$ cat config.mk
export PLATFORM = sky130hd
export DESIGN_NAME = icache_l0_top
export DESIGN_NICKNAME = d
export VERILOG_FILES = /design/src/logic/icache_pkg.sv /design/src/logic/l0_tag_array.sv /design/src/logic/l0_data_array.sv /design/src/logic/l0_ctrl.sv /design/src/logic/next_line_prefetcher.sv /design/src/logic/refill_arbiter.sv /design/src/logic/icache_l0_top.sv
export SDC_FILE = /design/constraint.sdc
export NUM_CORES = 1
export LEC_CHECK = 0
export ABC_AREA = 1
export BUFFER_PORTS_ARGS = -buffer_cell sky130_fd_sc_hd__buf_4
export CORE_MARGIN = 8
export CORE_UTILIZATION = 40
export CTS_BUF_LIST = sky130_fd_sc_hd__clkbuf_4 sky130_fd_sc_hd__clkbuf_8
export DETAILED_ROUTE_END_ITERATION = 10
export PLACE_DENSITY = 0.6
export SLEW_MARGIN = 20
export SYNTH_ARGS = -nofsm -noshare
export SYNTH_HDL_FRONTEND = slang
export SYNTH_SLANG_ARGS = --single-unit
export TNS_END_PERCENT = 100
$ cat constraint.sdc
create_clock -name clk_i -period 12 [get_ports clk_i]
set_input_delay 0.6 -clock clk_i [delete_from_list [all_inputs] [get_ports clk_i]]
set_output_delay 0.6 -clock clk_i [all_outputs]
set_load 0.01 [all_outputs]
$ cat src/logic/icache_pkg.sv
`default_nettype none

package icache_pkg;

    // Fetch port geometry
    localparam int unsigned FETCH_AW = 32;
    localparam int unsigned FETCH_DW = 32;

    // Line geometry
    localparam int unsigned LINE_WIDTH = 128;
    localparam int unsigned LINE_ALIGN = 4;
    localparam int unsigned FETCH_ALIGN = 2;

    // Everything above the line offset is tag, the cache is fully associative
    localparam int unsigned TAG_WIDTH = FETCH_AW - LINE_ALIGN;

    // Words per line and the width of the word index
    localparam int unsigned WORDS_PER_LINE = LINE_WIDTH / FETCH_DW;
    localparam int unsigned WORD_SEL_WIDTH = LINE_ALIGN - FETCH_ALIGN;

    // Request ID is {port id, prefetch flag}
    localparam int unsigned ID_WIDTH_REQ = 2;

endpackage

`default_nettype wire

$ cat src/logic/l0_tag_array.sv
`timescale 1ns/1ps
`default_nettype none

module l0_tag_array import icache_pkg::*; #(
    parameter int unsigned LINE_COUNT = 4
) (
    input  logic                  clk_i,
    input  logic                  rst_ni,
    input  logic [FETCH_AW-1:0]   fetch_addr_i,
    input  logic [FETCH_AW-1:0]   pf_addr_i,
    input  logic [LINE_COUNT-1:0] evict_strb_i,
    input  logic [FETCH_AW-1:0]   evict_addr_i,
    input  logic [LINE_COUNT-1:0] validate_strb_i,
    output logic [LINE_COUNT-1:0] fetch_hit_o,
    output logic                  pf_present_o
);

    logic [TAG_WIDTH-1:0]  tag_q [LINE_COUNT];
    logic [LINE_COUNT-1:0] valid_q;

    logic [TAG_WIDTH-1:0]  fetch_tag;
    logic [TAG_WIDTH-1:0]  pf_tag;
    logic [TAG_WIDTH-1:0]  evict_tag;
    logic [LINE_COUNT-1:0] pf_match;

    assign fetch_tag = fetch_addr_i[FETCH_AW-1:LINE_ALIGN];
    assign pf_tag    = pf_addr_i[FETCH_AW-1:LINE_ALIGN];
    assign evict_tag = evict_addr_i[FETCH_AW-1:LINE_ALIGN];

    // Valid bits, eviction wins over validate
    always_ff @(posedge clk_i or negedge rst_ni) begin
        if (!rst_ni) begin
            valid_q <= '0;
        end else begin
            for (int i = 0; i < LINE_COUNT; i++) begin
                if (evict_strb_i[i]) begin
                    valid_q[i] <= 1'b0;
                end else if (validate_strb_i[i]) begin
                    valid_q[i] <= 1'b1;
                end
            end
        end
    end

    // Tag is loaded when the line is handed to a new refill
    always_ff @(posedge clk_i) begin
        for (int i = 0; i < LINE_COUNT; i++) begin
            if (evict_strb_i[i]) begin
                tag_q[i] <= evict_tag;
            end
        end
    end

    // Fetch and prefetch compares side by side
    always_comb begin
        for (int i = 0; i < LINE_COUNT; i++) begin
            fetch_hit_o[i] = valid_q[i] && (tag_q[i] == fetch_tag);
            pf_match[i]    = valid_q[i] && (tag_q[i] == pf_tag);
        end
    end

    assign pf_present_o = |pf_match;

endmodule

`default_nettype wire

$ cat src/logic/l0_data_array.sv
`timescale 1ns/1ps
`default_nettype none

module l0_data_array import icache_pkg::*; #(
    parameter int unsigned LINE_COUNT = 4
) (
    input  logic                  clk_i,
    input  logic [LINE_COUNT-1:0] validate_strb_i,
    input  logic [LINE_WIDTH-1:0] line_i,
    input  logic [LINE_COUNT-1:0] fetch_hit_i,
    input  logic [FETCH_AW-1:0]   fetch_addr_i,
    output logic [FETCH_DW-1:0]   data_o
);

    logic [LINE_WIDTH-1:0] line_q [LINE_COUNT];
    logic [LINE_WIDTH-1:0] hit_line;

    // Same bits as hit_line, viewed as words
    logic [WORDS_PER_LINE-1:0][FETCH_DW-1:0] hit_words;
    logic [WORD_SEL_WIDTH-1:0]               word_sel;

    // Line storage, written straight from the response bus
    always_ff @(posedge clk_i) begin
        for (int i = 0; i < LINE_COUNT; i++) begin
            if (validate_strb_i[i]) begin
                line_q[i] <= line_i;
            end
        end
    end

    // Hit vector is one-hot, so an OR tree is enough
    always_comb begin
        hit_line = '0;
        for (int i = 0; i < LINE_COUNT; i++) begin
            hit_line = hit_line | (fetch_hit_i[i] ? line_q[i] : '0);
        end
    end

    assign hit_words = hit_line;
    assign word_sel  = fetch_addr_i[LINE_ALIGN-1:FETCH_ALIGN];

    // Word within the line
    assign data_o = hit_words[word_sel];

endmodule

`default_nettype wire

$ cat src/logic/l0_ctrl.sv
`timescale 1ns/1ps
`default_nettype none

module l0_ctrl #(
    parameter int unsigned LINE_COUNT = 4
) (
    input  logic                  clk_i,
    input  logic                  rst_ni,
    input  logic                  in_valid_i,
    input  logic [LINE_COUNT-1:0] fetch_hit_i,
    input  logic                  req_valid_i,
    input  logic                  req_ready_i,
    input  logic                  grant_is_prefetch_i,
    input  logic                  rsp_valid_i,
    input  logic                  rsp_error_i,
    output logic                  in_ready_o,
    output logic                  in_error_o,
    output logic                  rsp_ready_o,
    output logic                  demand_valid_o,
    output logic                  req_enable_o,
    output logic [LINE_COUNT-1:0] evict_strb_o,
    output logic [LINE_COUNT-1:0] validate_strb_o,
    output logic                  refill_done_o
);

    localparam int unsigned VICTIM_W = (LINE_COUNT > 1) ? $clog2(LINE_COUNT) : 1;

    logic hit_any;
    logic miss;
    logic grant;
    logic rsp_fire;

    // Outstanding refill
    logic                  pending_q;
    logic                  pend_pf_q;
    logic [LINE_COUNT-1:0] pend_line_q;

    logic [VICTIM_W-1:0] victim_q;
    logic                err_q;
    logic                done_q;

    assign hit_any  = |fetch_hit_i;
    assign miss     = in_valid_i & ~hit_any;
    assign grant    = req_valid_i & req_ready_i;
    assign rsp_fire = rsp_valid_i & rsp_ready_o & pending_q;

    // Responses are always taken in their own cycle
    assign rsp_ready_o = 1'b1;

    // No new request in the cycle an errored fetch completes
    assign demand_valid_o = miss & ~err_q;
    assign req_enable_o   = ~pending_q;

    assign in_ready_o    = hit_any | err_q;
    assign in_error_o    = err_q;
    assign refill_done_o = done_q;

    // Victim is only claimed once the request is accepted
    always_comb begin
        evict_strb_o = '0;
        if (grant) begin
            evict_strb_o[victim_q] = 1'b1;
        end
    end

    // A failed refill leaves its line invalid
    assign validate_strb_o = (rsp_fire && !rsp_error_i) ? pend_line_q : '0;

    always_ff @(posedge clk_i or negedge rst_ni) begin
        if (!rst_ni) begin
            pending_q   <= 1'b0;
            pend_pf_q   <= 1'b0;
            pend_line_q <= '0;
            victim_q    <= '0;
            err_q       <= 1'b0;
            done_q      <= 1'b0;
        end else begin
            err_q  <= rsp_fire & ~pend_pf_q & rsp_error_i;
            done_q <= rsp_fire & ~pend_pf_q & ~rsp_error_i;
            if (grant) begin
                pending_q   <= 1'b1;
                pend_pf_q   <= grant_is_prefetch_i;
                pend_line_q <= evict_strb_o;
                if (victim_q == VICTIM_W'(LINE_COUNT - 1)) begin
                    victim_q <= '0;
                end else begin
                    victim_q <= victim_q + 1'b1;
                end
            end else if (rsp_fire) begin
                pending_q <= 1'b0;
            end
        end
    end

endmodule

`default_nettype wire

$ cat src/logic/next_line_prefetcher.sv
`timescale 1ns/1ps
`default_nettype none

module next_line_prefetcher import icache_pkg::*; (
    input  logic                clk_i,
    input  logic                rst_ni,
    input  logic                refill_done_i,
    input  logic [FETCH_AW-1:0] fetch_addr_i,
    input  logic                pf_present_i,
    input  logic                pf_taken_i,
    output logic [FETCH_AW-1:0] pf_addr_o,
    output logic                pf_valid_o
);

    logic [TAG_WIDTH-1:0] next_tag;
    logic [FETCH_AW-1:0]  cand_addr;
    logic                 load;

    // Single entry queue
    logic                queue_valid_q;
    logic [FETCH_AW-1:0] queue_addr_q;

    // Line following the one being fetched
    assign next_tag  = fetch_addr_i[FETCH_AW-1:LINE_ALIGN] + 1'b1;
    assign cand_addr = {next_tag, {LINE_ALIGN{1'b0}}};

    // pf_present_i refers to the candidate whenever the queue is empty
    assign load = refill_done_i & ~pf_present_i & ~queue_valid_q;

    always_ff @(posedge clk_i or negedge rst_ni) begin
        if (!rst_ni) begin
            queue_valid_q <= 1'b0;
        end else if (load) begin
            queue_valid_q <= 1'b1;
        end else if (pf_taken_i) begin
            queue_valid_q <= 1'b0;
        end
    end

    always_ff @(posedge clk_i) begin
        if (load) begin
            queue_addr_q <= cand_addr;
        end
    end

    // Queued address is held steady for the request channel
    assign pf_addr_o  = queue_valid_q ? queue_addr_q : cand_addr;
    assign pf_valid_o = queue_valid_q;

endmodule

`default_nettype wire

$ cat src/logic/refill_arbiter.sv
`timescale 1ns/1ps
`default_nettype none

module refill_arbiter import icache_pkg::*; #(
    parameter int unsigned PORT_ID = 0
) (
    input  logic                    clk_i,
    input  logic                    rst_ni,
    input  logic                    demand_valid_i,
    input  logic [FETCH_AW-1:0]     demand_addr_i,
    input  logic                    pf_valid_i,
    input  logic [FETCH_AW-1:0]     pf_addr_i,
    input  logic                    enable_i,
    input  logic                    req_ready_i,
    output logic [FETCH_AW-1:0]     req_addr_o,
    output logic [ID_WIDTH_REQ-1:0] req_id_o,
    output logic                    req_valid_o,
    output logic                    pf_taken_o,
    output logic                    grant_is_prefetch_o
);

    localparam logic [ID_WIDTH_REQ-2:0] PORT_BITS = (ID_WIDTH_REQ - 1)'(PORT_ID);

    logic dem_req;
    logic pf_req;
    logic sel_pf;
    logic grant;

    // prio_q set means the prefetch source goes first
    logic prio_q;
    logic lock_q;
    logic lock_sel_q;

    assign dem_req = enable_i & demand_valid_i;
    assign pf_req  = enable_i & pf_valid_i;

    // Keep the previous pick while the channel stalls
    always_comb begin
        if (lock_q) begin
            sel_pf = lock_sel_q;
        end else if (dem_req && pf_req) begin
            sel_pf = prio_q;
        end else begin
            sel_pf = pf_req & ~dem_req;
        end
    end

    assign req_valid_o = sel_pf ? pf_req : dem_req;
    assign grant       = req_valid_o & req_ready_i;

    assign pf_taken_o          = grant & sel_pf;
    assign grant_is_prefetch_o = sel_pf;

    assign req_addr_o = sel_pf ? pf_addr_i
                               : {demand_addr_i[FETCH_AW-1:LINE_ALIGN], {LINE_ALIGN{1'b0}}};
    assign req_id_o   = {PORT_BITS, sel_pf};

    always_ff @(posedge clk_i or negedge rst_ni) begin
        if (!rst_ni) begin
            prio_q     <= 1'b0;
            lock_q     <= 1'b0;
            lock_sel_q <= 1'b0;
        end else begin
            lock_q     <= req_valid_o & ~req_ready_i;
            lock_sel_q <= sel_pf;
            // The loser of this grant goes first next time
            if (grant) begin
                prio_q <= ~sel_pf;
            end
        end
    end

endmodule

`default_nettype wire

$ cat src/logic/icache_l0_top.sv
`timescale 1ns/1ps
`default_nettype none

module icache_l0_top import icache_pkg::*; #(
    parameter int unsigned LINE_COUNT = 4,
    parameter int unsigned PORT_ID    = 0
) (
    input  logic                    clk_i,
    input  logic                    rst_ni,

    // Core fetch port
    input  logic [FETCH_AW-1:0]     in_addr_i,
    input  logic                    in_valid_i,
    output logic [FETCH_DW-1:0]     in_data_o,
    output logic                    in_ready_o,
    output logic                    in_error_o,

    // Refill requests to the next level
    output logic [FETCH_AW-1:0]     out_req_addr_o,
    output logic [ID_WIDTH_REQ-1:0] out_req_id_o,
    output logic                    out_req_valid_o,
    input  logic                    out_req_ready_i,

    // Refill responses
    input  logic [LINE_WIDTH-1:0]   out_rsp_data_i,
    input  logic                    out_rsp_error_i,
    input  logic                    out_rsp_valid_i,
    output logic                    out_rsp_ready_o
);

    logic [LINE_COUNT-1:0] fetch_hit;
    logic [LINE_COUNT-1:0] evict_strb;
    logic [LINE_COUNT-1:0] validate_strb;
    logic                  pf_present;
    logic                  demand_valid;
    logic                  req_enable;
    logic                  refill_done;
    logic                  pf_valid;
    logic [FETCH_AW-1:0]   pf_addr;
    logic                  pf_taken;
    logic                  grant_is_prefetch;

    l0_ctrl #(
        .LINE_COUNT (LINE_COUNT)
    ) u_ctrl (
        .clk_i               (clk_i),
        .rst_ni              (rst_ni),
        .in_valid_i          (in_valid_i),
        .fetch_hit_i         (fetch_hit),
        .req_valid_i         (out_req_valid_o),
        .req_ready_i         (out_req_ready_i),
        .grant_is_prefetch_i (grant_is_prefetch),
        .rsp_valid_i         (out_rsp_valid_i),
        .rsp_error_i         (out_rsp_error_i),
        .in_ready_o          (in_ready_o),
        .in_error_o          (in_error_o),
        .rsp_ready_o         (out_rsp_ready_o),
        .demand_valid_o      (demand_valid),
        .req_enable_o        (req_enable),
        .evict_strb_o        (evict_strb),
        .validate_strb_o     (validate_strb),
        .refill_done_o       (refill_done)
    );

    // Eviction loads the tag of whatever request was granted
    l0_tag_array #(
        .LINE_COUNT (LINE_COUNT)
    ) u_tags (
        .clk_i           (clk_i),
        .rst_ni          (rst_ni),
        .fetch_addr_i    (in_addr_i),
        .pf_addr_i       (pf_addr),
        .evict_strb_i    (evict_strb),
        .evict_addr_i    (out_req_addr_o),
        .validate_strb_i (validate_strb),
        .fetch_hit_o     (fetch_hit),
        .pf_present_o    (pf_present)
    );

    l0_data_array #(
        .LINE_COUNT (LINE_COUNT)
    ) u_data (
        .clk_i           (clk_i),
        .validate_strb_i (validate_strb),
        .line_i          (out_rsp_data_i),
        .fetch_hit_i     (fetch_hit),
        .fetch_addr_i    (in_addr_i),
        .data_o          (in_data_o)
    );

    next_line_prefetcher u_prefetch (
        .clk_i         (clk_i),
        .rst_ni        (rst_ni),
        .refill_done_i (refill_done),
        .fetch_addr_i  (in_addr_i),
        .pf_present_i  (pf_present),
        .pf_taken_i    (pf_taken),
        .pf_addr_o     (pf_addr),
        .pf_valid_o    (pf_valid)
    );

    refill_arbiter #(
        .PORT_ID (PORT_ID)
    ) u_arb (
        .clk_i               (clk_i),
        .rst_ni              (rst_ni),
        .demand_valid_i      (demand_valid),
        .demand_addr_i       (in_addr_i),
        .pf_valid_i          (pf_valid),
        .pf_addr_i           (pf_addr),
        .enable_i            (req_enable),
        .req_ready_i         (out_req_ready_i),
        .req_addr_o          (out_req_addr_o),
        .req_id_o            (out_req_id_o),
        .req_valid_o         (out_req_valid_o),
        .pf_taken_o          (pf_taken),
        .grant_is_prefetch_o (grant_is_prefetch)
    );

endmodule

`default_nettype wire

==> summary.md, run 1 <==
| Metric | Value |
|---|---|
| Mean Syn Cell Area | `10.21 µm²` |
| Iteration-0 DRC Markers | `2,911` |
| Post-route ant nets | `0` |
| Unrepaired setup endpoints after global routing | `no` |
| Synth top area share | `0.6340` |
| Most used routing layer in global routing | `met2` |
| Vias | `24,130` |
| Final HPWL DP | `68,960 µm` |
| Clock Power Share | `0.329` |
| Reg area | `20,030 µm²` |
| Gr usage total | `0.2341` |
| GRT met2 Usage | `0.3638` |
| Hold worst-path end | `u_data.line_q[1][22]` |
| Min-delay src | `out_rsp_data_i[22]` |
| Gates resized, CTS repair | `0` |
| Max Fclk | `185.3 MHz` |
| Initial antenna violation count | `19` |
| CTS buffer count | `112` |
| Power Density | `169.3 nW/µm²` |
| Drt total wl | `104,100 µm` |
| Met1 usage | `0.3168` |
| Cell Area, Placed | `33,410 µm²` |
| Slew @ Worst Pin | `1.093 ns` |
| Die X-Extent | `293.9 µm` |
| Hold/Removal Path Class | `in2reg` |
| Clk Latency, worst-skew pair | `0.76 ns` |
| Slew HR | `0.2699` |
| Critical path arrival | `4.80 ns` |
| R2R depth | `12` |
| Maximum vdd ir drop | `0.1000 mV` |
| Total grt overflow | `0` |
| Setup TNS | `0 ns` |
| Critical path data required time | `11.40 ns` |
| Vias/cell | `5.419` |
| Final nets | `3,486` |
| Top-count cell post-synth | `nand2_1` |
| Worst Setup End Kind | `output port` |
| IO Pins | `236` |
| Leak | `0.01378 µW` |
| Vias in the first global route | `23,230` |
| Max Clock Skew | `0.05147 ns` |
| Post-synth top flop | `edfxtp_1` |
| Final number of hold-violating endpoints | `0` |
| Async SR Flop Fraction | `0.02687` |
| Area growth syn-to-layout | `17.44%` |
| Synth top cells by count | `nand2_1 (909), edfxtp_1 (652), nand3_1 (380)` |
| Layout filler cell count | `7,246` |
| Switching Share | `0.3111` |
| Cell internal pwr | `4231 µW` |
| Period utilisation layout | `0.4497` |
| Initial Util | `0.4013` |
| CP startpoint kind | `flip-flop` |
| Root buf cell | `clkbuf_8` |
| Clock slew at reported path FFs | `0.06 ns` |
| Met3 Use GR | `0.05468` |
| Hold Path Depth | `1` |
| Reg-to-reg endpoint | `u_tags.tag_q[1][5]` |
| Largest net degree at the start of global routing | `74` |
| First-pass GRT wire length | `151,500 µm` |
| Max-cap violations | `0` |
| Post-CTS Setup Bufs | `0` |
| Sw power | `1911 µW` |
| Final Util | `0.4713` |
| Rows | `102` |
| WS Path Type | `reg2out` |
| Logic pwr share | `0.198` |
| Yosys cell types | `40` |
| Sequential share of the synthesized area | `0.6486` |
| Total die area | `86,350 µm²` |
| CTS Buffer Depth | `3` |
| EDFF count, synth | `652` |
| CORE AREA | `76,960 µm²` |
| Ranking of synthesized cells by area | `edfxtp_1 (63%), nand2_1 (11%), nand3_1 (6.2%)` |
| WL per Instance | `23.38 µm` |
| Multi-input logic area | `9438 µm²` |
| Dominant cell type by area after synthesis | `edfxtp_1` |
| Die Span Y | `293.9 µm` |
| H-tree depth | `3` |
| Slew Limit Fails | `0` |
| Power share of the sequential group | `0.473` |
| Post-synthesis cell area | `30,880 µm²` |
| Max Fanout on Critical Path | `35` |
| Layout cells sized above 1 | `0.1506` |
| DRC viols | `0` |
| Flop2flop setup slack | `7.88 ns` |
| YS warnings | `0` |
| CTS tree | `built` |
| Buffers added on ports | `227` |
| Crit path time final | `5.396 ns` |
| Reg-to-Reg Start | `u_tags.tag_q[0][6]` |
| Final Setup Violations | `0` |
| Yosys reg bits | `670` |
| First-pass DRT Iterations | `6` |
| Outcome | `complete, no violations` |
| Placer Congestion | `1.069` |
| Design Area, Final | `36,270 µm²` |
| CTS Sinks | `670` |
| Cells after synthesis | `3,026` |
| Tot Pwr | `6141 µW` |
kinds of logic (layout without fill, tap and decap cells):
| logic type | after synthesis | count (layout) | synth area share |
|---|---|---|---|
| xor gates and xnor gates | 52 | 52 | 0.01475 |
| buffers and inverters | 342 | 712 | 0.04781 |
| adders and majority gates | 5 | 5 | 0.002026 |
| AOI/OAI and AO/OA | 219 | 219 | 0.03679 |
| other | 2 | 19 | 0.0002432 |
| DFF | 670 | 670 | 0.6486 |
| and+or+nand+nor | 1736 | 1736 | 0.2498 |
placed cells by master (no fill, tap or decap), drive strengths merged:
cell         instances
nor2               191
diode               13
a21boi               1
bufinv               2
nand2              927
and2                 8
nor3                23
a21oi              145
inv                206
nor3b                4
ha                   5
buf                249
dfrtp               18
o2111ai              4
a221oi               1
o2111a               1
o21ai               58
o21bai               1
nand3b               7
nor4                10
and3                 3
nand4              149
edfxtp             652
xnor2               23
xor2                29
o22ai                8
dlygate4sd3         59
nand3              391
clkinv              44
clkbuf             151
clkinvlp             1
or2                 23
conb                 6
registers in the layout, indices dropped and copies added (netlist names), 2 cells and up:
| register | flops |
|---|---|
| u_data.line_q | 512 |
| u_tags.tag_q | 112 |
| u_ctrl.pend_line_q | 4 |
| u_ctrl.victim_q | 2 |
| u_prefetch.queue_addr_q | 28 |
| u_tags.valid_q | 4 |
worst max-delay path by stage:
stage / start / endpoint / slack (ns) / depth (start not counted)
6_report: u_tags.tag_q[0][6] / out_req_addr_o[9] / 6.60 / 13
5_1_grt: u_tags.tag_q[0][6] / out_req_addr_o[13] / 6.35 / 13
4_1_cts: u_tags.tag_q[0][6] / out_req_addr_o[9] / 6.62 / 13
3_5_place_dp: in_addr_i[4] / out_req_addr_o[9] / 7.07 / 16
3_3_place_gp: in_addr_i[4] / out_req_addr_o[9] / 7.02 / 16
2_1_floorplan: out_rsp_error_i / u_tags.valid_q[1] / 5.06 / 6
per-stage QoR:
step                      hold WS, ns  setup WS (ns)  std cells
after floorplan                0.3044          5.062       3030
after global placement         0.4557          7.023       4182
after detailed placement       0.4590          7.075       4182
after CTS                   0.0003435          6.615       4440
after global routing         0.002468          6.349       4447
final                         0.06285          6.604       4453
worst max-delay path, stage by stage, from the launching register on:
cell      delay [ns]
edfxtp_1        0.46
xnor2_1         0.45
nand3_1         0.23
nor2_1          0.14
nand2_1         0.06
nor2_2          0.72
nor2_1          0.18
nand4_1         0.16
nand2_1         0.10
nand2_2         0.36
buf_4           0.46
nand2_1         0.09
o21ai_1         0.34
buf_4           0.23
power by group through the flow:
stage | Combinational (µW) | Clock [µW] | Sequential, µW
2_1_floorplan | 700 | 0 | 2930
3_3_place_gp | 1180 | 0 | 2940
3_5_place_dp | 1180 | 0 | 2950
4_1_cts | 1200 | 2060 | 2900
5_1_grt | 1330 | 2150 | 2920
6_report | 1220 | 2020 | 2900
routing by layer:
metal / vias up / part of all wire
li1: 11080 / -
met1: 11610 / 0.41
met5: - / 0.00089
met2: 1187 / 0.45
met4: 14 / 0.039
met3: 240 / 0.095
final cells by class:
| type | count | share of cell area |
|---|---|---|
| inverters | 205 | 0.02125 |
| flip-flops and latches | 670 | 0.5523 |
| diodes | 13 | 0.0008970 |
| well taps | 1040 | 0.03588 |
| multi-input cells | 2018 | 0.2602 |
| clock inverters | 48 | 0.01038 |
| clock buffers | 151 | 0.05127 |
| repair buffers | 308 | 0.06783 |
repair_timing:
action,4_1_cts,5_1_grt
hold buffers,59,0
setup endpoints to repair,0,0
hold endpoints to repair,228,0
(Power assumes the default switching activity.)
==> run 2, diff against run 1 <==
--- a/config.mk
+++ b/config.mk
@@ -11,7 +11,7 @@
 export CORE_UTILIZATION = 40
 export CTS_BUF_LIST = sky130_fd_sc_hd__clkbuf_4 sky130_fd_sc_hd__clkbuf_8
 export DETAILED_ROUTE_END_ITERATION = 10
-export PLACE_DENSITY = 0.6
+export PLACE_DENSITY = 0.62
 export SLEW_MARGIN = 20
 export SYNTH_ARGS = -nofsm -noshare
 export SYNTH_HDL_FRONTEND = slang
==> constraint.sdc (replaced) <==
create_clock -name clk_i -period 4.5 [get_ports clk_i]
set_input_delay 0.225 -clock clk_i [delete_from_list [all_inputs] [get_ports clk_i]]
set_output_delay 0.225 -clock clk_i [all_outputs]
set_load 0.01 [all_outputs]
==> run 2 against run 1 <==
  * Global-route usage up 0.34 points
  * Combinational power rose to 2.8 times the previous value
  * First-iteration DRC count down 19%
  * Clock power rose to 2.8 times the previous value
  * Final cell count up 2.9%
  * Critical endpoint is now in_data_o[26]
  * Utilization up 2.0 points
==> summary.md, run 2 (synthesis results as in run 1) <==
| Metric | Value |
|---|---|
| Outcome | `complete, no violations` |
| Power Density | `446.4 nW/µm²` |
| Hold-fix buffer count after cts | `158` |
| Max-cap violations | `0` |
| CTS tree | `built` |
| IO Pins | `236` |
| Drt total wl | `105,600 µm` |
| Crit path time final | `4.283 ns` |
| Slew Limit Fails | `0` |
| Non-Filler Instances | `4,582` |
| Placer Congestion | `1.020` |
| CTS buffer count | `110` |
| Total die area | `86,350 µm²` |
| Crit path max-delay family | `simple AND/OR/NAND/NOR gates` |
| Biggest regs | `u_data.line_q x512, u_tags.tag_q x112, u_prefetch.queue_addr_q x28` |
| Critical Path Most Common Cell | `nand2_1` |
| Clock slew at reported path FFs | `0.06 ns` |
| Gr usage total | `0.2374` |
| Commonest non-fill, non-tap cell in the layout | `nand2_1` |
| Crit path buf inv count | `3` |
| Max reg flops | `512` |
| Final Util | `0.4912` |
| Crit-path slowest cell | `and2_4` |
| Reg area | `20,030 µm²` |
| Largest net degree at the start of global routing | `130` |
| CTS Sinks | `670` |
| CTS Buffer Depth | `3` |
| Max Clock Skew | `0.05203 ns` |
| Area growth syn-to-layout | `22.42%` |
| Setup TNS | `0 ns` |
| CP startpoint kind | `flip-flop` |
| Critical path data required time | `4.28 ns` |
| Iteration-0 DRC Markers | `2,346` |
| DRC viols | `0` |
| Buffers added on ports | `227` |
| First-pass GRT wire length | `153,900 µm` |
| Final number of hold-violating endpoints | `0` |
| Final Setup Violations | `0` |
| Largest reg by FF count | `u_data.line_q` |
| Post-CTS Setup Bufs | `0` |
| Final nets | `3,609` |
| Layout cells sized above 1 | `0.1548` |
| Max Fclk | `233.5 MHz` |
| Critical path arrival | `4.06 ns` |
| Tot Pwr | `16,880 µW` |
| Placed insts | `4,208` |
| Vias in the first global route | `23,720` |
| Maximum vdd ir drop | `0.2548 mV` |
| H-tree depth | `3` |
| Period utilisation layout | `0.9517` |
| First-pass DRT Iterations | `6` |
| Final HPWL DP | `72,340 µm` |
| CP Depth | `13` |
| WL per Instance | `23.05 µm` |
| Hold/Removal Path Class | `in2reg` |
| Clk Latency, worst-skew pair | `0.75 ns` |
| Rows | `102` |
| Total grt overflow | `0` |
| Worst Setup End Kind | `output port` |
| Slew HR | `0.4037` |
| Vias | `24,410` |
| Die Span Y | `293.9 µm` |
| CP Cell Sequence | `nand2_1, o21ai_0, nor3b_1, nand3_1, nor4_1, and2_4, buf_12, buf_4, a21oi_1, nand2_1, nand3_1, nand2_1, buf_4` |
| CORE AREA | `76,960 µm²` |
| Cell Area, Placed | `33,780 µm²` |
| Most frequent cells in the layout | `nand2_1 (909), edfxtp_1 (652), nand3_1 (380)` |
| Leak | `0.01447 µW` |
| Unrepaired setup endpoints after global routing | `no` |
| Hold Path Depth | `4` |
| R2R depth | `15` |
| Initial antenna violation count | `15` |
| Max Fanout on Critical Path | `33` |
| Vias/cell | `5.326` |
| Root buf cell | `clkbuf_8` |
| Design Area, Final | `37,800 µm²` |
| Post-route ant nets | `0` |
| Multi-input logic area | `9438 µm²` |
| Slew @ Worst Pin | `0.8915 ns` |
| WS Path Type | `reg2out` |
| CP peak stage delay | `0.48 ns` |
| Initial Util | `0.4013` |
| Layout filler cell count | `7,047` |
| Die X-Extent | `293.9 µm` |
| Gates resized, CTS repair | `0` |
[run 2: area by class of cell]
class	instances	share of cell area
flip-flops and latches	670	0.5298
diodes	15	0.0009929
inverters	205	0.02039
well taps	1040	0.03442
repair buffers	433	0.1011
clock buffers	163	0.05074
clock inverters	38	0.01291
multi-input cells	2018	0.2497
[run 2: metal layers]
metal / GRT usage / share of wire / vias to the layer above
li1: - / - / 11340
met5: 0 / 0.00013 / -
met2: 0.3854 / 0.47 / 1063
met3: 0.05339 / 0.086 / 174
met4: 0.07505 / 0.031 / 2
met1: 0.3159 / 0.41 / 11830
[run 2: power by group]
group | switching (µW) | internal, µW
clock network | 2490 | 3230
registers | 249 | 7490
logic | 2360 | 1060
[run 2: final timing paths]
check,from,to,slack [ns]
setup reg to reg,u_tags.tag_q[3][27],u_tags.tag_q[1][21],1.11
min in group asynchronous,rst_ni,u_ctrl.victim_q[1],0.76
hold reg to reg,u_ctrl.pend_line_q[1],u_ctrl.pend_line_q[1],0.48
max in group asynchronous,rst_ni,u_arb.lock_q,3.19
hold / removal,in_addr_i[4],u_prefetch.queue_addr_q[7],0.06
setup / recovery,u_tags.tag_q[0][15],in_data_o[26],0.22
[run 2: worst reg2reg max path, cell delays in order (launching register included)]
cell and delay, ns:
edfxtp_1 0.35, inv_1 0.10, nand2_1 0.24, nand2_1 0.09, nor3_1 0.40, nand2_1 0.14
nor2_2 0.32, nand2_1 0.10, nand2_1 0.07, nor2_1 0.06, nand4_1 0.08, nand2_1 0.09
nand3_2 0.16, nand4_1 0.20, inv_1 0.10, buf_4 0.50
[run 2: per-stage QoR]
| step | setup WS (ns) | hold WS [ns] |
|---|---|---|
| 2_1_floorplan | -2.187 | -0.07059 |
| 3_3_place_gp | 0.9734 | 0.1092 |
| 3_5_place_dp | 0.9550 | 0.1103 |
| 4_1_cts | 0.2378 | 0.003254 |
| 5_1_grt | 0.01889 | 0.03984 |
| 6_report | 0.2172 | 0.06284 |
